## config.mk

```make
export PLATFORM = sky130hd
export DESIGN_NAME = alu
export DESIGN_NICKNAME = d
export VERILOG_FILES = /design/src/datapath_pkg.sv /design/src/alu.sv
export SDC_FILE = /design/constraint.sdc
export NUM_CORES = 2
export LEC_CHECK = 0
export BUFFER_PORTS_ARGS = -buffer_cell sky130_fd_sc_hd__buf_4
export CAP_MARGIN = 20
export CORE_ASPECT_RATIO = 1.1
export CORE_MARGIN = 10
export CORE_UTILIZATION = 50
export DETAILED_ROUTE_END_ITERATION = 10
export PLACE_DENSITY = 0.66
export SYNTH_ARGS = -nofsm -noshare
export SYNTH_HDL_FRONTEND = slang
export SYNTH_SLANG_ARGS = --single-unit
```

## constraint.sdc

```tcl
create_clock -name vclk -period 33.8
set_input_delay 6.76 -clock vclk [all_inputs]
set_output_delay 6.76 -clock vclk [all_outputs]
set_load 0.01 [all_outputs]
```

## src/datapath_pkg.sv

```systemverilog
package datapath_pkg;

    parameter int DATA_W_DEFAULT   = 32; // Word width of the datapath.
    parameter int NUM_REGS_DEFAULT = 16; // General purpose register count.

    // ALU opcodes, encoded as the top five bits of the instruction word.
    typedef enum logic [4:0] {
        op_ld   = 5'd0,  // No ALU action, Y passes through.
        op_add  = 5'd3,
        op_sub  = 5'd4,
        op_and  = 5'd5,
        op_or   = 5'd6,
        op_shr  = 5'd7,
        op_shra = 5'd8,
        op_shl  = 5'd9,
        op_ror  = 5'd10,
        op_rol  = 5'd11,
        op_mul  = 5'd15,
        op_neg  = 5'd17,
        op_not  = 5'd18
    } alu_op_e;

    // Load strobes for the special registers.
    typedef struct packed {
        logic pc_in;
        logic ir_in;
        logic mar_in;
        logic mdr_in;
        logic read;   // MDR takes memory data instead of the bus.
        logic y_in;
        logic z_in;
        logic inc_pc; // ALU produces bus plus one.
    } load_ctrl_t;

    // Bus source strobes for the special registers.
    typedef struct packed {
        logic pc_out;
        logic mdr_out;
        logic zhigh_out;
        logic zlow_out;
    } out_ctrl_t;

endpackage
```

## src/alu.sv

```systemverilog
`timescale 1ns/1ns
module alu #(
    parameter int DATA_W = 32
) (
    input  logic [DATA_W-1:0]     y,
    input  logic [DATA_W-1:0]     b,
    input  datapath_pkg::alu_op_e op,
    input  logic                  inc_pc,
    output logic [2*DATA_W-1:0]   result
);

    localparam int SH_W = $clog2(DATA_W);

    logic [SH_W-1:0]            sh;      // Shift amount from the low bits of the bus.
    logic [DATA_W-1:0]          low;     // Single word result.
    logic                       use_mul; // Product fills both halves.
    logic signed [2*DATA_W-1:0] product;

    assign sh = b[SH_W-1:0];

    // Both operands are sign-extended to the full width.
    assign product = $signed(y) * $signed(b);

    always_comb
    begin
        low     = '0;
        use_mul = 1'b0;
        if (inc_pc)
        begin
            low = b + 1'b1; // PC increment overrides the opcode.
        end
        else
        begin
            case (op)
                datapath_pkg::op_ld:
                begin
                    low = y;
                end
                datapath_pkg::op_add:
                begin
                    low = y + b;
                end
                datapath_pkg::op_sub:
                begin
                    low = y - b;
                end
                datapath_pkg::op_and:
                begin
                    low = y & b;
                end
                datapath_pkg::op_or:
                begin
                    low = y | b;
                end
                datapath_pkg::op_shr:
                begin
                    low = y >> sh;
                end
                datapath_pkg::op_shra:
                begin
                    low = $signed(y) >>> sh; // Sign bit fills from the left.
                end
                datapath_pkg::op_shl:
                begin
                    low = y << sh;
                end
                datapath_pkg::op_ror:
                begin
                    low = (y >> sh) | (y << (DATA_W - sh));
                end
                datapath_pkg::op_rol:
                begin
                    low = (y << sh) | (y >> (DATA_W - sh));
                end
                datapath_pkg::op_mul:
                begin
                    use_mul = 1'b1;
                end
                datapath_pkg::op_neg:
                begin
                    low = -b;
                end
                datapath_pkg::op_not:
                begin
                    low = ~b;
                end
                default:
                begin
                    low = '0; // Undefined opcodes give zero.
                end
            endcase
        end
    end

    // Only the product reaches the high half.
    assign result = use_mul ? product : {{DATA_W{1'b0}}, low};

endmodule

```

== Word-level counts from Yosys, hierarchy flattened ==
Index checks and enable logic that the tools add are counted.
Widths: inputs -> output; s select.
Storage, ports and cells
  flip-flop bits (word level): 0
  bits in latches: 0
  RAM bits: 0
  memory bits (read-only): 0
  input bits: 70
  output and inout port bits: 64
  word-level logic and storage cells: 34
  memories kept: 0
Operators by class
  add/sub/neg operators: 5
  $mul: 1
  divide/modulo/power cells: 0
  $lt $le $gt $ge: 0
  equality and inequality tests: 12
  shift-type cells: 5
  mux-type cells: 5
  bitwise gates (word level): 5
  reduce and logical (&&, ||, !) cells: 1
Operators by type and width (number)
  $pmux 32 s12: 1
  $or 32x32->32: 3
  $mul 32x32->64: 1
  $mux 64: 1
  $add 32x1->32 const B: 1
  $add 32x32->32: 1
  $and 32x32->32: 1
  $mux 32: 1
  $neg 32->32: 1
  $not 32->32: 1
  $shl 32x32->32: 1
  $shl 32x5->32: 1
  $shr 32x32->32: 1
  $shr 32x5->32: 1
  $sshr 32x5->32: 1
  $sub 32x32->32: 1
  $eq 5x4->1 const B: 5
  $eq 5x3->1 const B: 4
  $eq 5x5->1 const B: 2
  $sub 6x5->7 const A: 1
  $eq 5x2->1 const B: 1
  $logic_not 5->1: 1
  $mux 1: 2

== Logic depth before layout (Yosys ltp) ==
  depth in word-level cells: 6
  mapped depth: 32
  gate-level depth less buffers: 26

== Least setup slack after synthesis ==
No wires, ideal clock.
  path kind: input to output
  start point: input b[3]
  end point: output result[60]
  arrival: 15.197 ns
  required time: 27.040 ns
  slack: 11.843 ns
  stages: 30
  buffers on the path: 7
  path through: buf_2 buf_1 clkbuf_1 buf_1 clkbuf_1 clkbuf_1 buf_1 nand2_1 fa_1 fa_1 inv_1 fa_1 inv_1 fa_1 inv_1 fa_1 fa_1 fa_1 inv_1 fa_1 inv_1 ha_1 and3_1 nand2_1 or4_1 a21o_1 a2111oi_0 o21ai_0 o21ai_1 mux2i_1
Between the ends
  word-level cells in the longest chain between the ends: 2
Ends and longest elaborated chain
  start: declaration: line alu.sv:6  | input logic [DATA_W-1:0] b,
  $mul 32x32->64: line alu.sv:22  | assign product = $signed(y) * $signed(b);
  $mux 64: line alu.sv:96  | assign result = use_mul ? product : {{DATA_W{1'b0}}, low};
  end: declaration: line alu.sv:9  | output logic [2*DATA_W-1:0] result
Every way passes these cells.

== Worst setup path in the final report ==
  start point: input b[8]
  end point: output result[60]
The elaborated chain is that of the path after synthesis.

==> metrics.txt <==
status finished clean; vias per cell ~6.4; largest net degree at the start of global routing 60; Post-Syn Nets about 7300; Final period util between 60% and 70%; WL final 210000 µm; Post-Syn Instances roughly 5900; Post-Synth XOR/XNOR Area under 10%; Slew Viols, Final 0; hold path start inc_pc; first-pass GRT wire length 313000 µm; Initial DRT Pass Iterations 10; commonest non-fill, non-tap cell in the layout fa_1; Worst Path Max Fanout 20; initial antenna violation count 10; mapped cell area between 40000 and 50000 µm²; postcts setup bufs 0; vias in the first global route around 47000; placed insts about 7000; largest family of logic cells by synthesized area adder cells; YS warnings 0; crit path kind in -> out; die extent in y about 350 µm; min-delay worst type in -> out; Die ar. between 100000 and 150000 µm²; Post-Layout Cell Count 7040; area growth from synthesis to layout 3.98%; post-CTS sizing 0; site row count between 100 and 150; endpoint class of the critical path output port; CP startpoint kind input port; cell mode on critical path fa_1; Starting Density between 50% and 60%; WHS Path Cells 4; largest cells by area after synthesis fa_1 44%, inv_1 7.8%, ha_1 7.2%; routed length per instance ~30 µm; most frequent cells in the layout 1084 x fa_1, 1005 x inv_1, 822 x nor2_1; Stages on worst setup path 24; CP required around 27 ns; CTS hold repair buffers 0; Die Wd roughly 320 µm; WP buf/inv 5; DRC viols 0; Critical Path Max Stage Delay about 0.95 ns; fmax roughly 43 MHz; area leader, netlist fa_1; Cell Chain, Critical Path buf_4 -> clkinv_1 -> nor2_1 -> fa_1 -> fa_1 -> inv_1 -> fa_1 -> fa_1 -> inv_1 -> fa_1 -> fa_1 -> fa_1 -> fa_1 -> ha_1 -> nand2_1 -> o21ai_0 -> a21oi_1 -> o221ai_1 -> a41oi_1 -> a2111oi_0 -> o21ai_0 -> o21ai_1 -> mux2i_1 -> buf_4; # fillers ~9300; Core ar. a little under 100000 µm²; Critical Path Source b[8]; nets between 7000 and 8000; Fin Setup TNS 0 ns; sequential area share after synthesis 0%; IO buf count between 100 and 150; Ports approximately 130; MaxCap Viol Count 0; total gr overflow 0; Slew @ Worst Pin around 1.2 ns; syn_area_per_cell approximately 8.3 µm²; arrival time at the worst endpoint 16.35 ns; clock buffers 0; count of cell types in the netlist 84; compound-gate portion of the synthesized area a little under an eighth; post-synthesis simple-gate area fraction approximately 16%; Final Critical Period roughly 23 ns; layout cells sized above 1 approximately 7.3%; Total Routing Usage GR a little under two fifths; DP HPWL ~160000 µm; RSZ-0062 raised after global routing no; top-area cell type share of the netlist area approximately 44%; worst rel slew slack between 10% and 20%; Crit path max-delay family adder cells; setup violators final 0; total number of vias about 45000; area share of fa/ha/maj cells after synthesis between 50% and 60%; FFs & Latches 0; post-route ant nets 0; Seq. cell area 0 µm²; multiplexer share of the synthesized area roughly 6.9%; final-report hold violation count 0; RePlAce Congestion about 1.1; DR iter-0 viols around 6100; slowest CP cell a2111oi_0
[metrics by stage]
stage          hold WS [ns]  worst slack, ns  util [%]  area (µm²)
6_report              14.15            10.69      52.3       50800
5_1_grt               14.16            10.39      52.3       50800
4_1_cts               14.13            10.86      52.3       50800
3_5_place_dp          14.13            10.92      52.3       50800
3_3_place_gp          14.12            10.90      52.3       50800
2_1_floorplan         13.76            11.84         -       48900
[tightest hold or removal path, cell delays in order]
cell	delay, ns
buf_4	0.27
nand2_1	0.13
a31oi_1	0.08
buf_4	0.14
[layer usage]
| metal | track usage [%] | share of wire, % |
|---|---|---|
| met1 | 46.9 | 35 |
| met4 | 24.9 | 8.7 |
| met5 | 0 | 0.026 |
| met2 | 56.9 | 43 |
| met3 | 10.4 | 13 |
[worst paths after layout]
check                         to  slack (ns)
worst max-delay path  result[60]       10.69
worst min-delay path   result[0]       14.15
[cells by family after synthesis]
family | Yosys count
mux | 219
simple gates | 1846
compound gates | 898
buf+inv | 1445
fa+ha+maj | 1367
xor+xnor | 131
[synthesized netlist by cell type (10+ instances only)]
cell / count
nor4_1: 10
clkbuf_1: 244
inv_1: 1010
a22oi_1: 25
nand4_1: 35
nor2_1: 822
fa_1: 1084
o31ai_1: 10
a222oi_1: 11
xnor2_1: 90
o221ai_1: 22
or3_1: 16
ha_1: 283
nor3_1: 82
and3_1: 31
a21o_1: 56
xor2_1: 40
nand2_1: 684
and2_1: 18
o21a_1: 24
mux4_2: 92
buf_2: 36
clkinv_1: 30
a211oi_1: 44
a2111oi_0: 13
a211o_1: 10
buf_1: 104
mux2i_1: 94
a31oi_1: 24
nand2b_1: 25
o22ai_1: 28
o21ai_0: 162
o211ai_1: 34
o21bai_1: 23
a21oi_1: 272
or2_2: 12
nor2b_1: 19
mux2_2: 31
a221oi_1: 28
nand3_1: 58
[cell type report]
type                            count  area [µm²]  area share [%]
Multi-Input combinational cell   4461       43400            85.4
Timing Repair Buffer              249        1910            3.76
Antenna cell                        4        10.0          0.0197
Inverter                         1045        3920            7.71
Tap cell                         1281        1600            3.15
