**config.mk**
```make
export PLATFORM = sky130hd
export DESIGN_NAME = special_registers
export DESIGN_NICKNAME = d
export VERILOG_FILES = /design/src/datapath_pkg.sv /design/src/special_registers.sv
export SDC_FILE = /design/constraint.sdc
export NUM_CORES = 1
export LEC_CHECK = 0
export BUFFER_PORTS_ARGS = -buffer_cell sky130_fd_sc_hd__buf_2
export CAP_MARGIN = 30
export CORE_AREA = 2 2 141 143
export DETAILED_ROUTE_END_ITERATION = 12
export DIE_AREA = 0 0 143 145
export PLACE_DENSITY = 0.84
export SKIP_LAST_GASP = 1
export SYNTH_ARGS = -nofsm -noshare
export SYNTH_HDL_FRONTEND = slang
export SYNTH_SLANG_ARGS = --single-unit
```
**constraint.sdc**
```tcl
create_clock -name clk -period 1.05 [get_ports clk]
set_input_delay 0.0525 -clock clk [delete_from_list [all_inputs] [get_ports clk]]
set_output_delay 0.0525 -clock clk [all_outputs]
set_load 0.02 [all_outputs]
```
**src/datapath_pkg.sv**
```systemverilog
package datapath_pkg;

    parameter int DATA_W_DEFAULT   = 32; // Word width of the datapath.
    parameter int NUM_REGS_DEFAULT = 16; // General purpose register count.

    // ALU opcodes, encoded as the top five bits of the instruction word.
    typedef enum logic [4:0] {
        op_ld   = 5'd0,  // No ALU action, Y passes through.
        op_add  = 5'd3,
        op_sub  = 5'd4,
        op_and  = 5'd5,
        op_or   = 5'd6,
        op_shr  = 5'd7,
        op_shra = 5'd8,
        op_shl  = 5'd9,
        op_ror  = 5'd10,
        op_rol  = 5'd11,
        op_mul  = 5'd15,
        op_neg  = 5'd17,
        op_not  = 5'd18
    } alu_op_e;

    // Load strobes for the special registers.
    typedef struct packed {
        logic pc_in;
        logic ir_in;
        logic mar_in;
        logic mdr_in;
        logic read;   // MDR takes memory data instead of the bus.
        logic y_in;
        logic z_in;
        logic inc_pc; // ALU produces bus plus one.
    } load_ctrl_t;

    // Bus source strobes for the special registers.
    typedef struct packed {
        logic pc_out;
        logic mdr_out;
        logic zhigh_out;
        logic zlow_out;
    } out_ctrl_t;

endpackage
```
**src/special_registers.sv**
```systemverilog
`timescale 1ns/1ns
module special_registers #(
    parameter int DATA_W = 32
) (
    input  logic                     clk,
    input  logic                     rst_n,
    input  datapath_pkg::load_ctrl_t load,
    input  logic [DATA_W-1:0]        bus_data,
    input  logic [DATA_W-1:0]        mdata_in,
    input  logic [2*DATA_W-1:0]      alu_result,
    output logic [DATA_W-1:0]        pc_data,
    output logic [DATA_W-1:0]        ir_data,
    output logic [DATA_W-1:0]        mar_data,
    output logic [DATA_W-1:0]        mdr_data,
    output logic [DATA_W-1:0]        y_data,
    output logic [DATA_W-1:0]        zhigh_data,
    output logic [DATA_W-1:0]        zlow_data
);

    logic [DATA_W-1:0] mdr_d; // MDR input after the read select.

    assign mdr_d = load.read ? mdata_in : bus_data;

    always_ff @(posedge clk)
    begin
        if (!rst_n)
        begin
            pc_data    <= '0;
            ir_data    <= '0;
            mar_data   <= '0;
            mdr_data   <= '0;
            y_data     <= '0;
            zhigh_data <= '0;
            zlow_data  <= '0;
        end
        else
        begin
            if (load.pc_in)  pc_data  <= bus_data;
            if (load.ir_in)  ir_data  <= bus_data;
            if (load.mar_in) mar_data <= bus_data; // Address toward memory.
            if (load.mdr_in) mdr_data <= mdr_d;
            if (load.y_in)   y_data   <= bus_data; // First ALU operand.
            if (load.z_in)
            begin
                zhigh_data <= alu_result[2*DATA_W-1:DATA_W];
                zlow_data  <= alu_result[DATA_W-1:0];
            end
        end
    end

endmodule

```
== Word level (Yosys, flattened, before mapping) ==
Cells that the tools add are included.

* Flip-flop bits (word level): 224
* Input bits: 138
* Output and inout bits: 224
* Logic and storage cells: 8

* Muxes and demuxes: 1

{| class="wikitable"
|+ Operators with widths
! cell !! number
|-
| 2-to-1 mux 32 bit || 1
|}

== Depth between registers and ports, before layout ==
Gate-level depths: netlist of the first run.

* Depth in word-level cells: 1
* Depth in mapped cells: 4
* Mapped depth without buffers: 2

== Least setup slack after synthesis of the first run ==
OpenSTA, ideal clock, no wires.

* Path type: input-to-reg
* Start: in load[3] in the netlist's numbering
* End: reg mdr_data[10]
* Setup time: 0.133 ns
* Data arrival time: 0.580 ns
* Data required time: 0.917 ns
* Path slack: 0.337 ns
* Cell stages on the path: 4
* Path buffers: 2
* Cell sequence: buf_4 -> buf_8 -> mux2i_1 -> a21oi_1

* Cells in the longest elaborated chain, start to end: 1

{| class="wikitable"
|+ Ends and longest elaborated chain
! item !! RTL line !! text
|-
| from (decl) || special_registers.sv:7 || <nowiki>input datapath_pkg::load_ctrl_t load,</nowiki>
|-
| 2-to-1 mux 32 bit || special_registers.sv:22 || <nowiki>assign mdr_d = load.read ? mdata_in : bus_data;</nowiki>
|-
| to (signal assigned) || special_registers.sv:41 || <nowiki>if (load.mdr_in) mdr_data <= mdr_d;</nowiki>
|-
| to (decl) || special_registers.sv:14 || <nowiki>output logic [DATA_W-1:0] mdr_data,</nowiki>
|}

No other way between the ends.
A chain may end at the register's enable or synchronous reset.

==> flow_summary_export.csv, run 1 <==
group,metric,value,unit
timing,fin_setup_tns,-24.2,ps
final_layout,fin_nets,1406,
grt,overflow,0,
floorplanning,start_util,0.454,
cts,cts.sinks,224,
timing,hold_viol,0,
timing,max_freq,933,MHz
timing,skew,0,ps
final_layout,area_growth_syn_to_layout,68.9,%
setup_path,slowest_delay,600,ps
setup_path,startpoint,"load[1]",
grt,grt_max_degree,100,
cts,path_clk_slew,70,ps
cts,tritoncts,"built",
cts,clock_path_buffers,3,
setup_path,r2r_start,"ir_data[5]",
final_layout,final_layout_size_suffix_gt1_frac,0.518,
run,drv_cap,0,
grt,antenna_found_initial,4,
worst_hold_path,min_from,"load[4]",
setup_path,crit_buf_inv,3,
power_and_ir_drop,p_per_area,1540,nW/µm²
synth,ys_top_cells_by_area,"dfxtp_1 51%, mux2i_1 26%, nor2b_1 14%, a21oi_1 1.8%, o21ai_0 1.8%",
synth,ys_types,11,
synth,synth_edf_count,0,
floorplanning,die_y,145,µm
route,drt_pass1_iterations,4,
timing,whs,51.3,ps
timing,min_period_over_period,1.02,
route,drtIter0Drc,344,
placement,io_buffers,360,
route,wirelength,33900,µm
floorplanning,io_pins,362,
final_layout,fin_cells,1554,
synth,synth-seq-area-share,0.514,
synth,synth_common_cells,"224 x dfxtp_1, 224 x mux2i_1, 192 x nor2b_1, 32 x a21oi_1, 32 x o21ai_0",
run_status,violations,"setup timing",
setup_path,end_kind,"register",
floorplanning,die_w,143,µm
setup_path,crit_type,"in -> reg",
setup_path,worstSetupStartpointType,"primary input",
setup_path,crit_chain,"dlygate4sd3_1 > buf_6 > buf_12 > mux2i_1 > nor2b_1",
floorplanning,die_area,20700,µm²
power_and_ir_drop,peakVddDrop,1390,µV
synth,syn_nets,901,
grt,grt_pass1_wl,46400,µm
worst_hold_path,hold_class,"in -> reg",
timing,worst_slack,-22.3,ps
timing,slew_viol_final,0,
cts,cts-buffers-inserted,24,
timing,rsz0062_at_grt,"yes",
floorplanning,fp.coreArea,19200,µm²
timing,slew_headroom,0.765,
synth,yosys_register_bits,224,
setup_path,worst_ep_arrival_time,1460,ps
cts,root_buffer,"clkbuf_16",
setup_path,critPathSlowestCell,"dlygate4sd3_1",
placement,placedCellCount,1350,
floorplanning,rows,51,
synth,yosysTopAreaCellShare,0.514,
placement,hpwlAfterDp,16000,µm
route,drc,0,
route,wl_per_cell,21.8,µm
cts,clkLatencyLatePin,500,ps
synth,synth_top_area_cell,"dfxtp_1",
route,drtAntennaViolNets,0,
setup_path,worstPathRequired,1440,ps
route,vias,8082,
synth,yosysWarnings,0,
cts,htreeDepth,1,
route,viasPerCell,5.20,
timing,timing_worst_slew_pin_value,352,ps
synth,async_flop_share,0,
setup_path,crit_fanout,20,
power_and_ir_drop,power.leakage,6.83,nW
power_and_ir_drop,power,0.0227,W
placement,gp_congestion,0.827,
timing,fin_crit,1070,ps
grt,grt.total_usage,0.286,
timing,finalSetupViolations,3,
synth,synthFlopType,"dfxtp_1",
synth,post_synth_instance_area,8730,µm²
run_status,outcome,"finished, violations left",
synth,synth_cells,763,
synth,syn_area_per_cell,11.4,µm²
grt,first_global_vias,8439,
setup_path,path_delay_family,"buffers and inverters",
-- state kept, by name, summed over array words and instances (netlist names) --
name / count
ir_data: 32
mar_data: 32
mdr_data: 32
pc_data: 32
y_data: 32
zhigh_data: 32
zlow_data: 32
-- final timing paths --
kind                  endpoint  slack, ps  depth (start not counted)
setup / recovery  zlow_data[5]        -20                          5
hold / removal     mdr_data[4]         50                          3
setup reg to reg    ir_data[5]        150                          3
hold reg to reg     y_data[17]        520                          2
-- logic make-up (layout without fill, tap and decap cells) --
group | Yosys count | count (layout) | synth area share
AND/OR/NAND/NOR | 192 | 192 | 0.138
multiplexers | 224 | 224 | 0.257
AO/OA/AOI/OAI | 64 | 64 | 0.0367
flip-flops | 224 | 224 | 0.514
buffers and inverters | 59 | 581 | 0.0548
other | 0 | 4 | 0
-- worst min-delay path: stages --
cell and delay, ps:
buf_2 130, buf_12 170, a21oi_1 150
-- cells in the final DEF (no fill, tap or decap), drive strengths merged --
cell         instances
buf                401
mux2i              224
dfxtp              224
nor2b              192
dlygate4sd3        137
clkbuf              33
o21ai               32
a21oi               32
clkinv               7
diode                4
bufinv               2
inv                  1
-- power by group --
part	leakage [nW]	internal [W]	switching [W]
Sequential	1.93	0.00914	0.000428
Clock	0.408	0.00519	0.00351
Combinational	4.49	0.00226	0.00212
-- area by class of cell --
class                   count  area, µm²
repair buffers            538       5050
fillers                  1007       4470
flip-flops and latches    224       4770
multi-input cells         480       3770
well taps                 265        332
diodes                      4       10.0
clock buffers              33        706
clock inverters            10        104
-- metrics by stage --
step	setup WS, ps	utilization	cell area, µm²
after floorplan	337	-	8730
final	-22.3	0.767	14700
after global routing	-212	0.767	14700
after detailed placement	91.7	0.558	10700
after global placement	107	0.558	10700
after CTS	-24.3	0.742	14300
-- timing repair --
action                     in CTS  in global routing
hold buffers                  137                  7
setup endpoints to repair     223                149
hold endpoints to repair      224                  7
gates resized for setup       537                134
setup buffers                   0                 20
-- routing by layer --
| layer | share of wire | global-route usage |
|---|---|---|
| met1 | 0.35 | 0.295 |
| met2 | 0.53 | 0.523 |
| met3 | 0.058 | 0.0581 |
| met4 | 0.068 | 0.174 |
| met5 | 0 | 0 |
Power figures use the tool's default switching activity.
==> inputs of run 2 (changes only) <==
Settings changed: CORE_AREA 2 2 141 143 to unset, CORE_ASPECT_RATIO set to 0.8, CORE_MARGIN set to 2, CORE_UTILIZATION set to 43, DIE_AREA 0 0 143 145 to unset, PLACE_DENSITY 0.84 to 0.81.
==> run 2 against run 1 <==
Compared with the run above: the flow still finishes with violations (setup timing); die area increased by 3.5%; total power decreased by 1.3%; fmax decreased by 3.2%; clock power decreased by 1%; non-clock buffer count decreased by 10; clock-buffer cell count decreased by 1; critical path type unchanged; largest cell class unchanged; largest power group unchanged.
==> flow_summary_export.csv, run 2 (same netlist as run 1, synthesis figures left out) <==
group,metric,value,unit
grt,grt.total_usage,0.259,
placement,placedCellCount,1357,
floorplanning,rows,46,
timing,skew,0,ps
setup_path,end_kind,"register",
route,wirelength,32600,µm
floorplanning,fp.coreArea,19900,µm²
final_layout,multiInputGateArea,3760,µm²
timing,slew_headroom,0.758,
cts,clock_path_buffers,3,
route,drtAntennaViolNets,0,
setup_path,critPathSlowestCell,"dlygate4sd3_1",
route,viasPerCell,5.17,
timing,rsz0062_at_grt,"yes",
route,wl_per_cell,21.2,µm
route,drc,0,
cts,htreeDepth,1,
cts,root_buffer,"clkbuf_16",
setup_path,slowest_delay,560,ps
timing,finalSetupViolations,5,
setup_path,crit_chain,"dlygate4sd3_1 > buf_6 > buf_4 > mux2i_1 > nor2b_1",
run,drv_cap,0,
timing,slew_viol_final,0,
setup_path,crit_fanout,11,
setup_path,worstPathRequired,1410,ps
setup_path,worstSetupStartpointType,"primary input",
grt,grt_pass1_wl,44000,µm
power_and_ir_drop,p_per_area,1550,nW/µm²
final_layout,fin_cells,1537,
final_layout,layout.cells.most_common,"mux2i_1",
power_and_ir_drop,peakVddDrop,1260,µV
run_status,violations,"setup timing",
floorplanning,die_y,131,µm
grt,first_global_vias,8215,
final_layout,final_layout_size_suffix_gt1_frac,0.503,
placement,hpwlAfterDp,16100,µm
cts,clkLatencyLatePin,490,ps
floorplanning,die_w,163,µm
final_layout,area_growth_syn_to_layout,65.2,%
cts,cts.sinks,224,
cts,tritoncts,"built",
cts,path_clk_slew,70,ps
timing,fin_crit,1110,ps
floorplanning,die_area,21500,µm²
power_and_ir_drop,power,0.0224,W
timing,timing_worst_slew_pin_value,360,ps
route,drt_pass1_iterations,5,
timing,hold_viol,0,
timing,max_freq,903,MHz
final_layout,seq_area,4750,µm²
timing,min_period_over_period,1.05,
route,drtIter0Drc,496,
floorplanning,start_util,0.439,
power_and_ir_drop,power.leakage,6.71,nW
worst_hold_path,hold_class,"in -> reg",
timing,worst_slack,-57.6,ps
grt,overflow,0,
final_layout,fin_nets,1395,
grt,grt_max_degree,76,
run_status,outcome,"finished, violations left",
final_layout,layout_common_cells,"224 x mux2i_1, 210 x dfxtp_2, 192 x nor2b_1, 171 x buf_6",
grt,antenna_found_initial,1,
route,vias,7950,
final_layout,n_fill_cell,1182,
floorplanning,io_pins,362,
placement,gp_congestion,0.780,
cts,cts-buffers-inserted,23,
placement,io_buffers,360,
setup_path,worst_ep_arrival_time,1470,ps
setup_path,crit_type,"in -> reg",
## run 2: path summary, 6_finish.rpt
kind | cells past startpoint | end | start | slack, ps
worst max-delay path | 5 | zhigh_data[4] | load[1] | -60
worst min-delay path | 3 | ir_data[30] | rst_n | 80
worst max register to register | 3 | pc_data[7] | pc_data[7] | 150
worst min register to register | 2 | zlow_data[19] | zlow_data[19] | 510
## run 2: timing repair
item	4_1_cts	5_1_grt
hold buffers	134	4
setup buffers	0	5
endpoints found under the setup margin	212	172
resized for setup	355	250
pin swaps	0	0
endpoints found under the hold margin	224	4
## run 2: per-stage QoR
step / utilization / cell area, µm² / hold slack (ps) / TNS (ps) / worst slack, ps
finish: 0.726 / 14400 / 82.6 / -113 / -57.6
global route: 0.726 / 14400 / 74.2 / -427 / -42.1
CTS: 0.695 / 13800 / 45.0 / -5.64 / -5.64
detailed placement: 0.543 / 10800 / 318 / 0 / 124
global placement: 0.543 / 10800 / 306 / 0 / 177
floorplan: - / 8730 / 222 / 0 / 337
## run 2: worst max-delay path: cells and delay by family
kind / cells / cell delay, ps
buf+inv: 3 / 1000
mux: 1 / 300
simple gates: 1 / 110
## run 2: layer usage
layer  routed length, µm  vias up  share of wire  track usage
met3                2520      136          0.077       0.0657
met2               16200      440           0.49        0.470
met1               12300     3822           0.38        0.283
met4                1660        0          0.051        0.110
met5                   0        -              0            0
li1                    -     3552              -            -
## run 2: power breakdown
group          internal (W)  switching [W]
sequential          0.00913       0.000417
clock               0.00512        0.00345
combinational       0.00216        0.00209
## run 2: final cells by class
class / instances / area share
Tap cell: 264 / 0.0229
Clock inverter: 8 / 0.00842
Clock buffer: 32 / 0.0457
Timing Repair Buffer: 528 / 0.332
Multi-Input combinational cell: 480 / 0.261
Antenna cell: 1 / 0.000174
Sequential cell: 224 / 0.329
