--- src/register_file.sv ---
`timescale 1ns/1ns
module register_file #(
    parameter int DATA_W   = 32,
    parameter int NUM_REGS = 16
) (
    input  logic                             clk,
    input  logic                             rst_n,
    input  logic [NUM_REGS-1:0]              r_in,
    input  logic [DATA_W-1:0]                bus_data,
    output logic [NUM_REGS-1:0][DATA_W-1:0]  r_data
);

    // One storage array so the contents leave as a single port.
    logic [NUM_REGS-1:0][DATA_W-1:0] regs;

    always_ff @(posedge clk)
    begin
        if (!rst_n)
        begin
            regs <= '0;
        end
        else
        begin
            // Each register has its own in strobe.
            for (int i = 0; i < NUM_REGS; i++)
            begin
                if (r_in[i])
                begin
                    regs[i] <= bus_data;
                end
            end
        end
    end

    assign r_data = regs;

endmodule

--- config.mk ---
export PLATFORM = sky130hd
export DESIGN_NAME = register_file
export DESIGN_NICKNAME = d
export VERILOG_FILES = /design/src/register_file.sv
export SDC_FILE = /design/constraint.sdc
export NUM_CORES = 1
export LEC_CHECK = 0
export BUFFER_PORTS_ARGS = -buffer_cell sky130_fd_sc_hd__buf_2
export CAP_MARGIN = 20
export CORE_AREA = 2 2 221 223
export CTS_BUF_LIST = sky130_fd_sc_hd__clkbuf_2 sky130_fd_sc_hd__clkbuf_4 sky130_fd_sc_hd__clkbuf_8
export DETAILED_ROUTE_END_ITERATION = 8
export DIE_AREA = 0 0 223 225
export GPL_TIMING_DRIVEN = 0
export PLACE_DENSITY_LB_ADDON = 0.05
export SLEW_MARGIN = 10
export SYNTH_ARGS = -nofsm -noshare
export SYNTH_HDL_FRONTEND = slang
export SYNTH_SLANG_ARGS = --single-unit
export TNS_END_PERCENT = 100
--- constraint.sdc ---
create_clock -name clk -period 1.25 [get_ports clk]
set_input_delay 0.0625 -clock clk [delete_from_list [all_inputs] [get_ports clk]]
set_output_delay 0.0625 -clock clk [all_outputs]
set_load 0.01 [all_outputs]
======== After elaboration in Yosys (flattened, before gate mapping) ========
Index checks and enable logic that the tools add are counted.
word-level totals
  input bits .............................. 50
  bits in registers ....................... 512
  output and inout port bits .............. 512
  word-level logic and storage cells ...... 16

======== Longest topological paths before layout ========
Gate-level depths: netlist of the first run.
  word-level depth ........................ 0
  depth in mapped cells ................... 4
  gate-level depth less buffers ........... 2

======== Worst setup path after synthesis of the first run ========
OpenSTA, ideal clock, no wires.
  path kind ............................... reg-to-reg
  start point ............................. reg r_data[320] (netlist name)
  end point ............................... reg regs (netlist bit r_data[320])
  path slack .............................. 0.542 ns
  buffers on the path ..................... 0
  setup time .............................. 0.114 ns
  period minus slack after synthesis ...... 0.708 ns
  data arrival time ....................... 0.594 ns
  stages on the path, launching flop included .. 3
  data required time ...................... 1.136 ns
  cell sequence ........................... dfxtp_1 -> mux2i_1 -> and2b_1
RTL lines
  element                         RTL line  source
  end signal: indexed assignment  29        regs[i] <= bus_data;
  end: declaration                14        logic [NUM_REGS-1:0][DATA_W-1:0] regs;

======== Worst setup path after layout of the first run ========
  start point ............................. in rst_n
  end point ............................... reg regs (netlist bit r_data[256])
RTL lines
  element             RTL line  source
  start: declaration  7         input logic rst_n,
No word-level cell between the ends.

==> metrics.yaml, run 1 <==
timing:
  min_period_ps: 1220
  finalSetupTns_ps: 0
  finalSetupViolCount: 0
  slew_headroom_pct: 72.1
  rsz0062_at_grt: "false"
  fmax_ghz: 0.817
  tightestPinTransition_ps: 419
  period_share_pct: 97.9
  finalHoldViolCount: 0
  finalMaxSlewViolations: 0
  clock-skew-final_ps: 0
power:
  cellLeakagePower_nw: 13.2
  totalPowerFinal_mw: 40.1
  powerDensity_mw_per_mm2: 1460
  peakVddDrop_mv: 1.22
logic_synthesis:
  synthTopCellsByArea: "dfxtp_1, mux2i_1, nor2b_1"
  async_reset_ff_share_pct: 0
  synth_cells: 1689
  syn-num-nets: 1739
  synthFlopType: "dfxtp_1"
  synth_top_cell_by_area: "dfxtp_1"
  synthXorXnorAreaFrac_pct: 0
  synth_top_family_by_area: "multiplexers"
  synth_compound_area_share_pct: 0
  synth-simple-area-share_pct: 16.0
  synth_enable_flop_cells: 0
  synth.ff_latch_count: 512
  syn_area_mm2: 0.0201
  synth_fa_ha_area_share_pct: 0
  synth_area_per_cell_um2: 11.9
  ys_seq_area_share_pct: 51.1
  synth_commonest_cells: "dfxtp_1, mux2i_1, nor2b_1"
  ys.warnings.count: 0
  yosys.area.top_type_share_pct: 51.1
  synth.distinct_cells: 11
  synthMuxAreaShare_pct: 25.5
placed_design:
  io_buffers: 544
  post-dp-hpwl_mm: 49.7
  place_inst: 2848
  place.gp.congestion: 0.808
flow_run:
  maxCapViolCount: 0
critical_path:
  cp-start-kind: "input port"
  worstPathMaxFanout: 10
  cp.arrival_ps: 1760
  critPathKind: "input port to register"
  crit_required_ps: 1790
  endpoint_kind: "register"
drt:
  postRouteAntennaNets: 0
  drt-wirelength-per-cell_um: 21.8
  drt_iter0_markers: 546
  wl_met3_mm: 5.07
  drcViolationCount: 0
  wirelength_mm: 67.0
  highest_layer: "met4"
  met2WireLength_mm: 32.4
  firstDrtPassIters: 4
  wl_met1_mm: 27.6
  vias: 14400
  vias_per_cell: 4.68
final_layout:
  n_antenna_cell: 0
  layout-drive-gt1-share_pct: 44.0
  largest_register_ffs: 512
  synthToLayoutAreaGrowth_pct: 37.0
  layoutNonFillerInstCount: 3068
  fillers: 4134
  final_nets: 2432
cts:
  htreeDepth: 3
  cts_tree: "built"
  cts.sinks: 512
  clk_latency_ps: 640
  path_clk_slew_ps: 60
  clockRootBuffer: "clkbuf_8"
  cts-buffers-inserted: 87
  cts.path.max_buffers: 3
run_status:
  status: "completed"
die:
  rows: 80
  start_util_pct: 42.2
  io_pins: 562
  die_y_um: 225
  die-area_mm2: 0.0502
  die_x_um: 223
  core_region_area_mm2: 0.0475
worst_hold_path:
  hold_path.class: "input port to register"
global_routing:
  grt_pass1_vias: 14800
  antenna_found_initial: 0
  globalRouteTotalUtil_pct: 26.1
  grt_max_degree: 12
  grt.overflow.total: 0
  grt_pass1_wl_mm: 96.8
## metal layers
layer	GRT usage, %	vias to the layer above
met2	44.5	442
met1	30.7	6897
li1	-	6937
met3	8.32	87
met4	9.79	0
met5	0	-
## repair_timing
action                                 CTS  global route
setup endpoints to repair              315            23
buffers inserted                         3             2
endpoints found under the hold margin  511             0
hold buffers                            55             0
resized for setup                      506            23
gates cloned                             0             0
## power breakdown
| part | switching [mW] | leakage, nW | total (mW) | internal, mW |
|---|---|---|---|---|
| registers | 0.569 | 4.31 | 18.0 | 17.4 |
| clock network | 6.91 | 1.04 | 16.4 | 9.52 |
| logic | 2.90 | 7.91 | 5.69 | 2.78 |
## logic make-up (layout without fill, tap and decap cells)
family | Yosys count | count (layout)
multiplexers | 512 | 512
flip-flops | 512 | 512
AND/OR/NAND/NOR | 512 | 512
buffers and inverters | 153 | 917
## worst paths after layout
kind                            start                  endpoint  slack (ps)  cells after the start
max reg2reg  r_data[287]$_SDFFE_PN0P_  r_data[287]$_SDFFE_PN0P_          80                      3
max                             rst_n  r_data[256]$_SDFFE_PN0P_          30                      6
min                       bus_data[0]  r_data[160]$_SDFFE_PN0P_          80                      4
min reg2reg  r_data[357]$_SDFFE_PN0P_  r_data[357]$_SDFFE_PN0P_         500                      2
## critical path, stage by stage
cell and delay [ps]:
dlygate4sd3_1 590, buf_8 150, buf_12 140, buf_6 140, nor2b_1 120, dlygate4sd3_1 540
## cell usage in the layout (no fill, tap or decap), types with 4 or more instances in the layout
master / n
clkbuf_4: 21
clkinvlp_4: 4
dlygate4sd3_1: 55
dfxtp_2: 215
clkinv_2: 14
buf_4: 105
buf_12: 4
mux2i_1: 512
buf_6: 239
dfxtp_1: 294
nor2b_1: 507
buf_2: 350
clkbuf_8: 119
and2b_1: 5
## layout make-up
class,count,area (um^2),share of cell area [%]
Sequential cell,512,10500,38.3
Multi-Input combinational cell,1024,8330,30.3
Timing Repair Buffer,604,4410,16.0
Clock buffer,140,1800,6.53
Buffer,153,1490,5.43
Tap cell,615,769,2.80
Clock inverter,20,160,0.583
## metrics by stage
| step | setup WS (ps) | util (%) | hold slack [ps] | cell area, um^2 |
|---|---|---|---|---|
| after floorplan | 542 | - | 232 | 20100 |
| after global placement | 209 | 49.5 | 413 | 23600 |
| after detailed placement | 175 | 49.5 | 424 | 23600 |
| after CTS | -10.1 | 57.7 | 29.4 | 27400 |
| after global routing | 0.122 | 57.8 | 78.7 | 27500 |
| final | 26.4 | 57.8 | 82.6 | 27500 |
Power figures use the tool's default switching activity.
==> run 2: changes to the inputs <==
- ABC_AREA: default -> 1
- CORE_AREA: 2 2 221 223 -> 2 2 217 219
- DIE_AREA: 0 0 223 225 -> 0 0 219 221
==> run 2 against run 1 <==
Clock skew stayed put; utilization is 2.2 points higher; register-to-register slack better by 490 ps; critical path type is now register to output port; synthesized area is 3.3% lower; combinational power is 13% higher; maximum frequency is 0.47% higher; global-route usage is 3.1 points higher; total power is 2.8% higher; critical path depth is 5 lower; synthesized cell count is 65% higher; via count is 36% higher; design area is 0.50% higher.
==> metrics.yaml, run 2 <==
logic_synthesis:
  synth_enable_flop_cells: 0  # unchanged
  ys_seq_area_share_pct: 52.8  # was 51.1%
  synth_top_cell_by_area: "dfxtp_1"  # unchanged
  synthTopCellsByArea: "dfxtp_1, nand2_1, nor2_1"  # was dfxtp_1, mux2i_1, nor2b_1
  syn_area_mm2: 0.0194  # was 0.0201 mm^2
  syn-num-nets: 2843  # was 1739
  synthFlopType: "dfxtp_1"  # unchanged
  synth_cells: 2793  # was 1689
  synth_commonest_cells: "nand2_1, nor2_1, dfxtp_1"  # was dfxtp_1, mux2i_1, nor2b_1
  ys.warnings.count: 0  # unchanged
  synth.distinct_cells: 7  # was 11
  synth.ff_latch_count: 512  # unchanged
  yosys.area.top_type_share_pct: 52.8  # was 51.1%
  synth_area_per_cell_um2: 6.95  # was 11.9 um^2
  async_reset_ff_share_pct: 0  # unchanged
cts:
  cts_tree: "built"  # unchanged
  clk_latency_ps: 660  # was 640 ps
  clockRootBuffer: "clkbuf_8"  # unchanged
  cts-buffers-inserted: 89  # was 87
  htreeDepth: 3  # unchanged
  cts.path.max_buffers: 3  # unchanged
  path_clk_slew_ps: 60  # about the same
  cts.sinks: 512  # unchanged
drt:
  wl_met1_mm: 27.9  # was 27.6 mm
  wl_met3_mm: 6.30  # was 5.07 mm
  drt-wirelength-per-cell_um: 17.3  # was 21.8 um
  highest_layer: "met4"  # unchanged
  vias_per_cell: 4.68  # about the same
  postRouteAntennaNets: 0  # unchanged
  vias: 19500  # was 14400
  drt_iter0_markers: 1087  # was 546
  firstDrtPassIters: 5  # was 4
  met2WireLength_mm: 35.3  # was 32.4 mm
  drcViolationCount: 0  # unchanged
  wirelength_mm: 72.2  # was 67.0 mm
power:
  powerDensity_mw_per_mm2: 1490  # was 1460 mW/mm^2
  peakVddDrop_mv: 1.04  # was 1.22 mV
  cellLeakagePower_nw: 14.4  # was 13.2 nW
final_layout:
  synthToLayoutAreaGrowth_pct: 42.3  # was 37.0%
  n_antenna_cell: 0  # unchanged
  layout-drive-gt1-share_pct: 36.8  # was 44.0%
  largest_register_ffs: 512  # unchanged
  layoutNonFillerInstCount: 4163  # was 3068
  final_cell_mix: "nor2_1, nand2_1, dfxtp_2"  # was mux2i_1, nor2b_1, buf_2
  final_nets: 3538  # was 2432
critical_path:
  cp.arrival_ps: 1160  # was 1760 ps
  critPathTopFamily: "flip-flops"  # was buffers and inverters
  crit_start: "r_data[367]$_SDFFE_PN0P_"  # was rst_n
  critPathMaxStageDelay_ps: 360  # was 590 ps
  r2r-start: "r_data[77]$_SDFFE_PN0P_"  # was r_data[287]$_SDFFE_PN0P_
  endpoint_kind: "output port"  # was register
  cp_cell_sequence: "buf_6"  # was dlygate4sd3_1, buf_8, buf_12, buf_6, nor2b_1, dlygate4sd3_1
  cp-start-kind: "register"  # was input port
  critPathKind: "register to output port"  # was input port to register
  crit_required_ps: 1190  # was 1790 ps
  worstPathMaxFanout: 2  # was 10
  cp_slowest_cell: "dfxtp_4"  # was dlygate4sd3_1
  worst-path-buf-inv: 1  # was 5
worst_hold_path:
  min-delay-start: "r_in[8]"  # was bus_data[0]
  hold_path.class: "input port to register"  # unchanged
placed_design:
  place_inst: 3944  # was 2848
  post-dp-hpwl_mm: 53.8  # was 49.7 mm
  io_buffers: 544  # unchanged
  place.gp.congestion: 0.849  # was 0.808
timing:
  timing.hold.ws_ps: 345  # was 82.6 ps
  finalMaxSlewViolations: 0  # unchanged
  rsz0062_at_grt: "true"  # was false
  fmax_ghz: 0.821  # was 0.817 GHz
  min_period_ps: 1220  # about the same
  tightestPinTransition_ps: 448  # was 419 ps
  clock-skew-final_ps: 0  # unchanged
  slew_headroom_pct: 70.1  # was 72.1%
  finalHoldViolCount: 0  # unchanged
  period_share_pct: 97.4  # was 97.9%
  finalSetupViolCount: 0  # unchanged
global_routing:
  grt_pass1_wl_mm: 108  # was 96.8 mm
  grt_max_degree: 13  # was 12
  grt.overflow.total: 0  # unchanged
  globalRouteTotalUtil_pct: 29.2  # was 26.1%
  grt_pass1_vias: 18600  # was 14800
  antenna_found_initial: 0  # unchanged
die:
  io_pins: 562  # unchanged
  start_util_pct: 42.1  # was 42.2%
  core_region_area_mm2: 0.0461  # was 0.0475 mm^2
  die-area_mm2: 0.0484  # was 0.0502 mm^2
  die_y_um: 221  # was 225 um
  rows: 79  # was 80
  die_x_um: 219  # was 223 um
flow_run:
  maxCapViolCount: 0  # unchanged
run_status:
  status: "completed"  # unchanged
==> run 2: cell count changes after synthesis, sizes merged <==
cell / before / now
nand2: 0 / 1024
nor2b: 507 / 0
mux2i: 512 / 0
clkbuf: 2 / 4
inv: 0 / 32
and2b: 5 / 0
buf: 151 / 197
nor2: 0 / 1024
==> run 2: through the flow <==
| step | power, mW | utilization [%] | area, um^2 | worst slack (ps) | TNS [ps] |
|---|---|---|---|---|---|
| floorplan | 21.6 | - | 19400 | 581 | 0 |
| global placement | 23.9 | 49.7 | 22900 | 71.8 | 0 |
| detailed placement | 24.0 | 49.7 | 22900 | 69.2 | 0 |
| CTS | 41.4 | 59.8 | 27600 | -20.4 | -204 |
| global route | 42.9 | 60.0 | 27600 | -9.24 | -51.7 |
| finish | 41.2 | 60.0 | 27600 | 32.1 | 0 |
==> run 2: path summary, 6_finish.rpt <==
kind | end | slack [ps] | depth (start not counted)
max | r_data[367] | 30 | 1
min | r_data[258]$_SDFFE_PN0P_ | 350 | 5
max reg2reg | r_data[77]$_SDFFE_PN0P_ | 570 | 3
min reg2reg | r_data[133]$_SDFFE_PN0P_ | 460 | 2
==> run 2: cell type report <==
type                    instances  area (um^2)
fillers                      4325        18400
clock inverters                18          134
plain buffers                 200         1350
inverters                      32          120
repair buffers                605         5030
clock buffers                 141         1790
flip-flops and latches        512        10800
well taps                     607          759
multi-input cells            2048         7690
==> run 2: cell families (layout without fill, tap and decap cells) <==
group,Yosys count,count (layout),synth area share (%)
AND/OR/NAND/NOR,2048,2048,39.6
flip-flops,512,512,52.8
buffers and inverters,233,996,7.59
==> run 2: what timing repair did <==
action | in CTS | in global routing
resized for setup | 804 | 27
setup buffers | 2 | 3
pin swaps | 0 | 0
endpoints found under the hold margin | 512 | 0
hold buffers | 56 | 0
setup endpoints to repair | 418 | 37
==> run 2: routing by layer <==
metal | track usage, % | up-vias
li1 | - | 9666
met1 | 33.0 | 9004
met2 | 50.7 | 672
met3 | 9.00 | 136
met4 | 12.1 | 0
met5 | 0 | -
==> run 2: where the power goes <==
group / internal, mW / leakage [nW] / switching [mW]
sequential: 17.7 / 4.37 / 0.767
clock: 9.30 / 1.03 / 7.06
combinational: 2.78 / 9.02 / 3.63
