**src/datapath_pkg.sv**
```systemverilog
package datapath_pkg;

    parameter int DATA_W_DEFAULT   = 32; // Word width of the datapath.
    parameter int NUM_REGS_DEFAULT = 16; // General purpose register count.

    // ALU opcodes, encoded as the top five bits of the instruction word.
    typedef enum logic [4:0] {
        op_ld   = 5'd0,  // No ALU action, Y passes through.
        op_add  = 5'd3,
        op_sub  = 5'd4,
        op_and  = 5'd5,
        op_or   = 5'd6,
        op_shr  = 5'd7,
        op_shra = 5'd8,
        op_shl  = 5'd9,
        op_ror  = 5'd10,
        op_rol  = 5'd11,
        op_mul  = 5'd15,
        op_neg  = 5'd17,
        op_not  = 5'd18
    } alu_op_e;

    // Load strobes for the special registers.
    typedef struct packed {
        logic pc_in;
        logic ir_in;
        logic mar_in;
        logic mdr_in;
        logic read;   // MDR takes memory data instead of the bus.
        logic y_in;
        logic z_in;
        logic inc_pc; // ALU produces bus plus one.
    } load_ctrl_t;

    // Bus source strobes for the special registers.
    typedef struct packed {
        logic pc_out;
        logic mdr_out;
        logic zhigh_out;
        logic zlow_out;
    } out_ctrl_t;

endpackage
```
**src/bus_mux.sv**
```systemverilog
`timescale 1ns/1ns
module bus_mux #(
    parameter int DATA_W   = 32,
    parameter int NUM_REGS = 16
) (
    input  logic [NUM_REGS-1:0]              r_out,
    input  datapath_pkg::out_ctrl_t          out,
    input  logic [NUM_REGS-1:0][DATA_W-1:0]  r_data,
    input  logic [DATA_W-1:0]                pc_data,
    input  logic [DATA_W-1:0]                mdr_data,
    input  logic [DATA_W-1:0]                zhigh_data,
    input  logic [DATA_W-1:0]                zlow_data,
    output logic [DATA_W-1:0]                bus_data
);

    localparam int NUM_SRC = NUM_REGS + 4;
    localparam int IDX_W   = $clog2(NUM_SRC);

    logic [NUM_SRC-1:0]             sel; // All out strobes, general registers first.
    logic [NUM_SRC-1:0][DATA_W-1:0] src;
    logic [IDX_W-1:0]               idx;
    logic                           hit;

    assign sel = {out.zlow_out, out.zhigh_out, out.mdr_out, out.pc_out, r_out};
    assign src = {zlow_data, zhigh_data, mdr_data, pc_data, r_data};

    // The downward scan leaves the lowest set index.
    always_comb
    begin
        idx = '0;
        hit = 1'b0;
        for (int i = NUM_SRC - 1; i >= 0; i--)
        begin
            if (sel[i])
            begin
                idx = IDX_W'(i);
                hit = 1'b1;
            end
        end
    end

    assign bus_data = hit ? src[idx] : '0; // Idle bus reads zero.

endmodule

```
**config.mk**
```make
export PLATFORM = sky130hd
export DESIGN_NAME = bus_mux
export DESIGN_NICKNAME = d
export VERILOG_FILES = /design/src/datapath_pkg.sv /design/src/bus_mux.sv
export SDC_FILE = /design/constraint.sdc
export NUM_CORES = 1
export LEC_CHECK = 0
export BUFFER_PORTS_ARGS = -buffer_cell sky130_fd_sc_hd__buf_2
export CORE_AREA = 8 8 264 266
export DETAILED_ROUTE_END_ITERATION = 16
export DIE_AREA = 0 0 272 274
export SETUP_SLACK_MARGIN = 0.3
export SYNTH_ARGS = -nofsm -noshare
export SYNTH_HDL_FRONTEND = slang
export SYNTH_SLANG_ARGS = --single-unit
```
**constraint.sdc**
```tcl
create_clock -name vclk -period 8
set_clock_uncertainty 0.1 [all_clocks]
set_input_delay 2.4 -clock vclk [all_inputs]
set_output_delay 2.4 -clock vclk [all_outputs]
set_load 0.05 [all_outputs]
```
# Yosys cells after proc, flatten, opt, wreduce, memory -nomap -nowiden
# Index checks and enable logic that the tools add are counted.
dict set report classes {
  add_sub_neg 0
  mul 0
  div 0
  magnitude_cmp 1
  n_eq_ne 0
  shifts 0
  n_mux 43
  n_bitwise 0
  reduce_logical 0
}
# cell count
set op_table {}
lappend op_table {{$bmux 32 s5} 1}
lappend op_table {{$mux 5} 20}
lappend op_table {{$mux 32} 2}
lappend op_table {{$mux 1} 20}
lappend op_table {{$lt 5x6->1 const B} 1}
dict set report word_totals {
  reg_bits 0
  latchBits 0
  ramBits 0
  romBits 0
  input_bits 660
  out_inout_bits 32
  word_cells 44
  mem_count 0
}

# Logic depth before layout (Yosys ltp)
# Gate-level depths: netlist of run 1.
dict set report logic_depth {
  word_depth 23
  ltp_mapped 10
  ltp_nobuf 7
}

# Worst setup path before layout of run 1
# No wires, ideal clock.
dict set report synth_path {
  kind {input to output}
  start {input port r_out[9]}
  end {output port bus_data[22]}
  arrival_ps 4572
  required_ps 5500
  path_slack_ps 928
  path_stages 9
  cell_sequence {or4_1 -> a221o_1 -> a21oi_2 -> or3_1 -> buf_2 -> buf_4 -> mux2_1 -> o21ai_1 -> nand4_1}
}
dict set report synth_via {
  elab_chain_len 13
  word_cells_on_any_way 23
  cone_classes {mux: 23}
}
# element line_no
set synth_lines {}
lappend synth_lines {{start, declared} bus_mux.sv:6} ;# input logic [NUM_REGS-1:0] r_out,
lappend synth_lines {{$mux 5 (10 in a row)} bus_mux.sv:34} ;# if (sel[i])
lappend synth_lines {{$bmux 32 s5} bus_mux.sv:42} ;# assign bus_data = hit ? src[idx] : '0;
lappend synth_lines {{$mux 32 (implied by the code)} bus_mux.sv:42}
lappend synth_lines {{$mux 32 *} bus_mux.sv:42}
lappend synth_lines {{end, declared} bus_mux.sv:13} ;# output logic [DATA_W-1:0] bus_data
# Every way passes the cells marked *; elsewhere a longest branch is shown, timed or not. The select of a mux whose other input is x is not followed.

# Worst setup path after layout of run 1
dict set report layout_path {
  start {input port r_out[9]}
  end {output port bus_data[7]}
}
# The elaborated chain is that of the path after synthesis.

==> impl_results.md, run 1 <==
- Outcome: complete, no violations
- Worst hold path class: primary input to primary output
- Synthesized cell area: 6090 sq um
- Fillers: 7428
- Vias per cell: 4.22
- Worst Path Class, Setup: primary input to primary output
- Core area: 65300 sq um
- Most frequent cells after synthesis: mux2i_1 (343), nand2_1 (41), a21oi_1 (37), a221oi_1 (32), clkbuf_1 (32)
- Routed vias: 9703
- Relative slew slack: 40.4%
- Fin. max-slew vios: 0
- Clock Buffer Count: 0
- Boundary Pins: 692
- Wire per inst: 25.3 um
- Mapped Cells: 739
- Leakage: 5.19 nW
- PwrDens: 68.3 nW/um^2
- Hold Crit Depth: 5
- Die Wd: 272 um
- Row Count: 94
- Antenna Violating Nets Remaining: 0
- HPWL Detailed: 50000 um
- Synth area leader: mux2i_1
- Count leader, synth: mux2i_1
- Endpoint type of the worst setup path: primary output
- Ratio of cells with drive above 1 in the final layout: 57.0%
- Tightest Pin Transition: 0.895 ns
- Hold Crit Endpoint: bus_data[22]
- CP required: 5.50 ns
- Crit start category: primary input
- Fin crit share: 96.3%
- Crit path max fanout: 56
- Residual DRC count: 0
- RePlAce Congestion: 0.919
- First-pass GRT wire length: 74900 um
- WL final: 58100 um
- Fin crit period: 7.70 ns
- GRT overflow: 0
- Largest net degree at the start of global routing: 57
- Layout area overhead: 84.3%
- Avg Cell Area, Syn: 8.25 sq um
- Reg area: 0 sq um
- Total power: 0.766 mW
- Share of Yosys cell area claimed by the top area cell type: 56.3%
- Length of the first detailed-routing pass in iterations: 6
- Antenna violations before repair: 18
- Post-synth cell types: 47
- Iteration-0 DRC Markers: 503
- RSZ-0062 raised after global routing: yes
- Starting Density: 9.33%
- DP Area: 11000 sq um
- Post-route cell area: 11200 sq um
- Crit path DAT: 5.20 ns
- Peak VDD IR: 0.0366 mV
- Hold_buf cts: 0
- Hold violation count in the final report: 0
- Syn. warnings: 0
- Seq cells: 0
- Max cap viols: 0
- Hold_sp: r_data[374]
- Vias in the first global route: 10300
- Total GRT Usage: 13.8%
- Full die area: 74500 sq um
- Nets: 2089
- Seq/Total Area, Yosys: 0%
- Port-buffer cells: 692
- Final Setup Violations: 0
- Die Span Y: 274 um
- TNS Setup: 0 ns
- Syn Nets: 1399
- Synth top area cells: mux2i_1 (56%), o311a_1 (5.1%), a221oi_1 (4.6%), o221ai_1 (4.5%), o22a_1 (4.5%)
- Fmax: 0.130 GHz
[per-layer routing]
metal  GRT usage, %  wire length, um
met5              0               55
met4           3.57             1820
met3           3.86             5210
met2           22.8            26000
met1           17.6            25100
[worst max-delay path by stage]
stage                     startpoint      endpoint  depth (start not counted)
after global placement      r_out[9]  bus_data[14]                          9
final                       r_out[9]   bus_data[7]                          9
after detailed placement   r_out[10]  bus_data[14]                         10
after global routing        r_out[9]   bus_data[5]                          9
after CTS                   r_out[9]   bus_data[8]                         11
after floorplan             r_out[9]  bus_data[22]                          9
[critical path, stage by stage]
cell and delay (ns):
buf_2 0.14, or3_1 0.34, o211ai_1 0.39, and2_4 0.34, buf_12 0.36, mux2i_2 0.45, o221ai_1 0.19, o311a_1 0.24
buf_12 0.19
[timing repair]
action,4_1_cts,5_1_grt
pin swaps,1,2
gates resized for setup,10,25
setup endpoints to repair,16,26
cloned,0,1
buffers inserted,6,2
[power breakdown]
| group | internal, mW | switching (mW) |
|---|---|---|
| combinational | 0.336 | 0.430 |
| clock | 0.000000136 | 0 |
| sequential | 0 | 0 |
[cell families after synthesis]
group	count (synthesis)	synth area share, %
multiplexers	344	56.5
AO/OA/AOI/OAI	218	27.7
AND/OR/NAND/NOR	89	7.08
buffers and inverters	88	8.67
[stage by stage]
stage | hold slack (ns) | utilization, % | cells | setup slack (ns)
2_1_floorplan | 5.20 | - | 739 | 0.928
3_3_place_gp | 5.28 | 16.8 | 2282 | 0.0472
3_5_place_dp | 5.28 | 16.8 | 2282 | 0.0699
4_1_cts | 5.28 | 17.0 | 2288 | 0.296
5_1_grt | 5.30 | 17.2 | 2292 | 0.298
6_report | 5.28 | 17.2 | 2298 | 0.296
[cell type report]
cell class,instances,area (sq um),share of cell area [%]
Multi-Input combinational cell,652,5780,51.4
Timing Repair Buffer,769,4330,38.6
Tap cell,864,1080,9.63
Inverter,6,22.5,0.201
Antenna cell,7,17.5,0.156
[cell usage in the layout (no fill, tap or decap), types with 8 or more instances in the layout]
master and n:
buf_4 64, nand3_1 8, o311a_1 31, nand2_1 36
buf_12 20, a21oi_1 35, o22a_1 24, buf_2 681
o221ai_1 31, a221oi_1 25, o22ai_1 31, mux2i_1 337
nor2_1 8
(Power assumes the default switching activity.)
==> inputs of run 2 (changes only) <==
--- a/config.mk
+++ b/config.mk
@@ -5,10 +5,10 @@
 export SDC_FILE = /design/constraint.sdc
 export NUM_CORES = 1
 export LEC_CHECK = 0
-export BUFFER_PORTS_ARGS = -buffer_cell sky130_fd_sc_hd__buf_2
-export CORE_AREA = 8 8 264 266
+export CORE_AREA = 8 8 260 262
 export DETAILED_ROUTE_END_ITERATION = 16
-export DIE_AREA = 0 0 272 274
+export DIE_AREA = 0 0 268 270
+export DONT_BUFFER_PORTS = 1
 export SETUP_SLACK_MARGIN = 0.3
 export SYNTH_ARGS = -nofsm -noshare
 export SYNTH_HDL_FRONTEND = slang
==> impl_results.md, run 2 (synthesis gave the netlist of run 1 again) <==
- Outcome: complete, no violations
- Routed vias: 7067 (-27%)
- Reg area: 0 sq um (unchanged)
- CP peak stage delay: 0.59 ns (+0.14 ns)
- Nets: 1417 (-32%)
- Boundary Pins: 692 (unchanged)
- Fmax: 0.131 GHz (+0.70%)
- PwrDens: 78.7 nW/um^2 (+15%)
- RSZ-0062 raised after global routing: yes
- CP Cell Sequence: or4_1 > a221o_1 > a21oi_2 > or3_4 > buf_4 > nand2_1 > a221oi_1 > o311a_1 > buf_12
- Peak VDD IR: 0.0325 mV (-11%)
- Residual DRC count: 0 (unchanged)
- Hold Crit Depth: 4 (-1)
- Core area: 63600 sq um (-2.5%)
- Seq cells: 0 (unchanged)
- TNS Setup: 0 ns (unchanged)
- CP top delay family: compound AO/OA/AOI/OAI gates
- Max cap viols: 0 (unchanged)
- Bufs and invs on worst path: 2 (-1)
- Vias per cell: 4.37 (+3.5%)
- Most frequent cells in the layout: mux2i_1 (341), buf_4 (56), buf_12 (41)
- Endpoint type of the worst setup path: primary output
- Crit path DAT: 5.15 ns (-0.05 ns)
- Antenna Violating Nets Remaining: 0 (unchanged)
- Slowest CP cell: a221oi_1
- WL final: 52000 um (-11%)
- Fin. max-slew vios: 0 (unchanged)
- Length of the first detailed-routing pass in iterations: 5 (-1)
- Row Count: 93 (-1.1%)
- Leakage: 2.65 nW (-49%)
- Most common cell after layout, fill and taps aside: mux2i_1
- Tightest Pin Transition: 0.643 ns (-0.251 ns)
- Hold Crit Endpoint: bus_data[22]
- Antenna violations before repair: 15 (-3)
- Ratio of cells with drive above 1 in the final layout: 16.3% (-41 points)
- Relative slew slack: 57.1% (+17 points)
- Fin crit share: 95.6% (-0.67 points)
- Die Span Y: 270 um (-1.5%)
- Hold_sp: r_data[374]
- Crit path max fanout: 21 (-63%)
- Starting Density: 9.57% (+0.24 points)
- Die Wd: 268 um (-1.5%)
- Fillers: 7318 (-1.5%)
- Iteration-0 DRC Markers: 527 (+4.8%)
- Wire per inst: 32.1 um (+27%)
- Fin crit period: 7.65 ns (-0.0532 ns)
- Worst Path Class, Setup: primary input to primary output
- Layout area overhead: 32.3%
- Vias in the first global route: 7663 (-26%)
- Final Worst Setup Slack: 0.350 ns (+0.0532 ns)
- Total GRT Usage: 13.1% (-0.74 points)
- Hold violation count in the final report: 0 (unchanged)
- Worst hold path class: primary input to primary output
- Crit start category: primary input
- CP required: 5.50 ns (about the same)
- GRT overflow: 0 (unchanged)
- Port-buffer cells: 0 (-100%)
- HPWL Detailed: 46100 um (-7.8%)
- Clock Buffer Count: 0 (unchanged)
- RePlAce Congestion: 0.882 (-4.0%)
- DP Worst Slack: 0.179 ns (+0.109 ns)
- Hold slack: 5.16 ns (-0.121 ns)
- Hold_buf cts: 0 (unchanged)
- First-pass GRT wire length: 66500 um (-11%)
- Full die area: 72400 sq um (-2.9%)
- Final Setup Violations: 0 (unchanged)
- Largest net degree at the start of global routing: 80 (+40%)
- Total power: 0.634 mW (-17%)
==> run 2: cell count changes in the layout (fill, tap and decap cells not counted), sizes merged <==
cell and delta:
clkbuf -1, o21ai -1, buf -670
==> run 2: per-stage QoR <==
| step | utilization [%] | cell area [sq um] | std cells |
|---|---|---|---|
| after global routing | 12.7 | 8050 | 1614 |
| after floorplan | - | 6090 | 739 |
| after detailed placement | 12.5 | 7980 | 1608 |
| final | 12.7 | 8060 | 1617 |
| after CTS | 12.6 | 8000 | 1608 |
| after global placement | 12.5 | 7980 | 1608 |
==> run 2: cell type report <==
cell class	count	area (sq um)	area share, %
Antenna cell	7	17.5	0.217
Inverter	6	22.5	0.279
Multi-Input combinational cell	651	5690	70.5
Tap cell	855	1070	13.3
Timing Repair Buffer	98	1270	15.7
==> run 2: metal layers <==
metal / share of wire, % / wire length, um / GRT usage [%]
met1: 42 / 22000 / 16.7
met4: 1.0 / 544 / 1.82
met3: 10 / 5350 / 4.15
met2: 46 / 24100 / 21.7
met5: 0.079 / 41 / 0
==> run 2: power breakdown <==
group | total [mW] | switching [mW] | internal (mW)
Sequential | 0 | 0 | 0
Clock | 0.000000105 | 0 | 0.000000105
Combinational | 0.634 | 0.365 | 0.269
Total | 0.634 | 0.365 | 0.269
==> run 2: worst max path at each step <==
stage | from | to | slack [ns] | cells after the start
floorplan | r_out[9] | bus_data[22] | 0.93 | 9
CTS | out[1] | bus_data[27] | 0.33 | 9
global route | r_out[10] | bus_data[28] | 0.30 | 9
finish | r_out[9] | bus_data[19] | 0.35 | 9
global placement | r_out[10] | bus_data[4] | 0.15 | 9
detailed placement | r_out[10] | bus_data[4] | 0.18 | 9
==> run 2: repair_timing <==
| action | CTS | global route |
|---|---|---|
| buffers inserted | 0 | 2 |
| setup endpoints to repair | 9 | 17 |
| gates resized for setup | 3 | 7 |
| pin swaps | 0 | 1 |
==> inputs of run 3 (changes only) <==
--- a/config.mk
+++ b/config.mk
@@ -9,6 +9,7 @@
 export DETAILED_ROUTE_END_ITERATION = 16
 export DIE_AREA = 0 0 268 270
 export DONT_BUFFER_PORTS = 1
+export REMOVE_ABC_BUFFERS = 1
 export SETUP_SLACK_MARGIN = 0.3
 export SYNTH_ARGS = -nofsm -noshare
 export SYNTH_HDL_FRONTEND = slang
==> impl_results.md, run 3 (synthesis gave the netlist of run 1 again) <==
- Iteration-0 DRC Markers: 561 (+6.5%)
- Worst hold path class: primary input to primary output
- Relative slew slack: 52.8% (-4.3 points)
- Clock Buffer Count: 0 (unchanged)
- Reg area: 0 sq um (unchanged)
- Die Span Y: 270 um (unchanged)
- PwrDens: 76.0 nW/um^2 (-3.4%)
- Worst Path Class, Setup: primary input to primary output
- Length of the first detailed-routing pass in iterations: 5 (unchanged)
- Residual DRC count: 0 (unchanged)
- GRT overflow: 0 (unchanged)
- Crit path max fanout: 22 (+4.8%)
- Seq cells: 0 (unchanged)
- Outcome: complete, no violations
- Total GRT Usage: 13.1% (about the same)
- HPWL Detailed: 46400 um (+0.71%)
- Fillers: 7347 (+0.40%)
- Final core utilization: 12.4% (-0.27 points)
- Fmax: 0.133 GHz (+1.6%)
- Crit start category: primary input
- Row Count: 93 (unchanged)
- Most common cell after layout, fill and taps aside: mux2i_1
- CP required: 5.50 ns (about the same)
- Max cap viols: 0 (unchanged)
- Crit path DAT: 5.03 ns (-0.12 ns)
- Vias in the first global route: 7652 (-0.14%)
- Slowest CP cell: buf_4
- Total power: 0.600 mW (-5.5%)
- Boundary Pins: 692 (unchanged)
- CP Cell Sequence: or3_1 > o211ai_1 > and2_4 > buf_4 > buf_4 > mux2i_1 > o221ai_1 > o311a_1 > buf_12
- Cell Count, Final, Fillers Out: 1602 (-0.93%)
- Final Setup Violations: 0 (unchanged)
- Vias per cell: 4.49 (+2.6%)
- Leakage: 2.55 nW (-3.8%)
- Die Wd: 268 um (unchanged)
- CP peak stage delay: 0.43 ns (-0.16 ns)
- Fin crit share: 94.1% (-1.5 points)
- Antenna violations before repair: 20 (+5)
- Starting Density: 9.57% (unchanged)
- First-pass GRT wire length: 66700 um (+0.19%)
- Routed vias: 7185 (+1.7%)
- Ratio of cells with drive above 1 in the final layout: 13.5% (-2.8 points)
- Hold violation count in the final report: 0 (unchanged)
- Tightest Pin Transition: 0.688 ns (+0.0450 ns)
- RePlAce Congestion: 0.898 (+1.8%)
- Fin. max-slew vios: 0 (unchanged)
- Most frequent cells in the layout: mux2i_1 (342), buf_12 (42), a21oi_1 (36), nand2_1 (36), buf_4 (36)
- Antenna Violating Nets Remaining: 0 (unchanged)
- Endpoint type of the worst setup path: primary output
- CP dominant cell by count: buf_4
- Nets: 1397 (-1.4%)
- Hold_buf cts: 0 (unchanged)
- Layout area overhead: 29.5%
- Core area: 63600 sq um (unchanged)
- RSZ-0062 raised after global routing: no
- WL final: 52000 um (+0.13%)
- Full die area: 72400 sq um (unchanged)
- Largest net degree at the start of global routing: 75 (-6.3%)
- Wire per inst: 32.5 um (+1.1%)
- Peak VDD IR: 0.0437 mV (+35%)
- Dpl cells: 1590 (-1.1%)
- Port-buffer cells: 0 (unchanged)
- Fin crit period: 7.53 ns (-0.123 ns)
## run 3: changes by cell type in the layout (fill, tap and decap cells not counted)
cell and change:
mux2i_1 +1, buf_4 -20, mux2i_2 -1, or3_4 -1
diode_2 +5, or3_2 +1, buf_12 +1, clkbuf_16 -1
nor4_1 +3, nor4_2 -3
## run 3: area by class of cell
cell class                 count  area, sq um  share of cell area (%)
multi-input combinational    651         5660                    71.7
timing repair buffer          78         1110                    14.1
tap                          855         1070                    13.6
antenna                       12         30.0                   0.380
inverter                       6         22.5                   0.285
## run 3: power by group
part	internal (mW)	switching (mW)
sequential	0	0
combinational	0.258	0.342
clock	0.000000203	0
## run 3: path summary, 6_finish.rpt
path,startpoint,endpoint,slack (ns),cells after the start
setup / recovery,r_out[13],bus_data[23],0.47,9
hold / removal,r_data[374],bus_data[22],5.18,4
## run 3: critical path, delay by kind of cell
| family | cells | cell delay [ns] |
|---|---|---|
| and+or+nand+nor | 2 | 0.61 |
| buffers and inverters | 3 | 0.87 |
| muxes | 1 | 0.33 |
| AOI/OAI and AO/OA | 3 | 0.77 |
## run 3: per-stage QoR
stage,hold WS [ns],TNS [ns],cell area [sq um],setup WS (ns)
CTS,5.18,0,7860,0.376
finish,5.18,0,7890,0.473
global placement,5.17,0,7850,0.205
detailed placement,5.17,0,7850,0.176
floorplan,5.20,-363.52,5590,-11.50
global route,5.20,0,7880,0.257
## run 3: timing repair
action | in CTS | in global routing
setup buffers | 0 | 0
setup endpoints to repair | 2 | 2
gates resized for setup | 2 | 1
cloned | 0 | 0
## run 3: routing by layer
metal | GRT usage, % | part of all wire (%)
met1 | 14.1 | 36
met5 | 0 | 0.12
met4 | 4.34 | 3.5
met2 | 23.4 | 49
met3 | 4.69 | 11
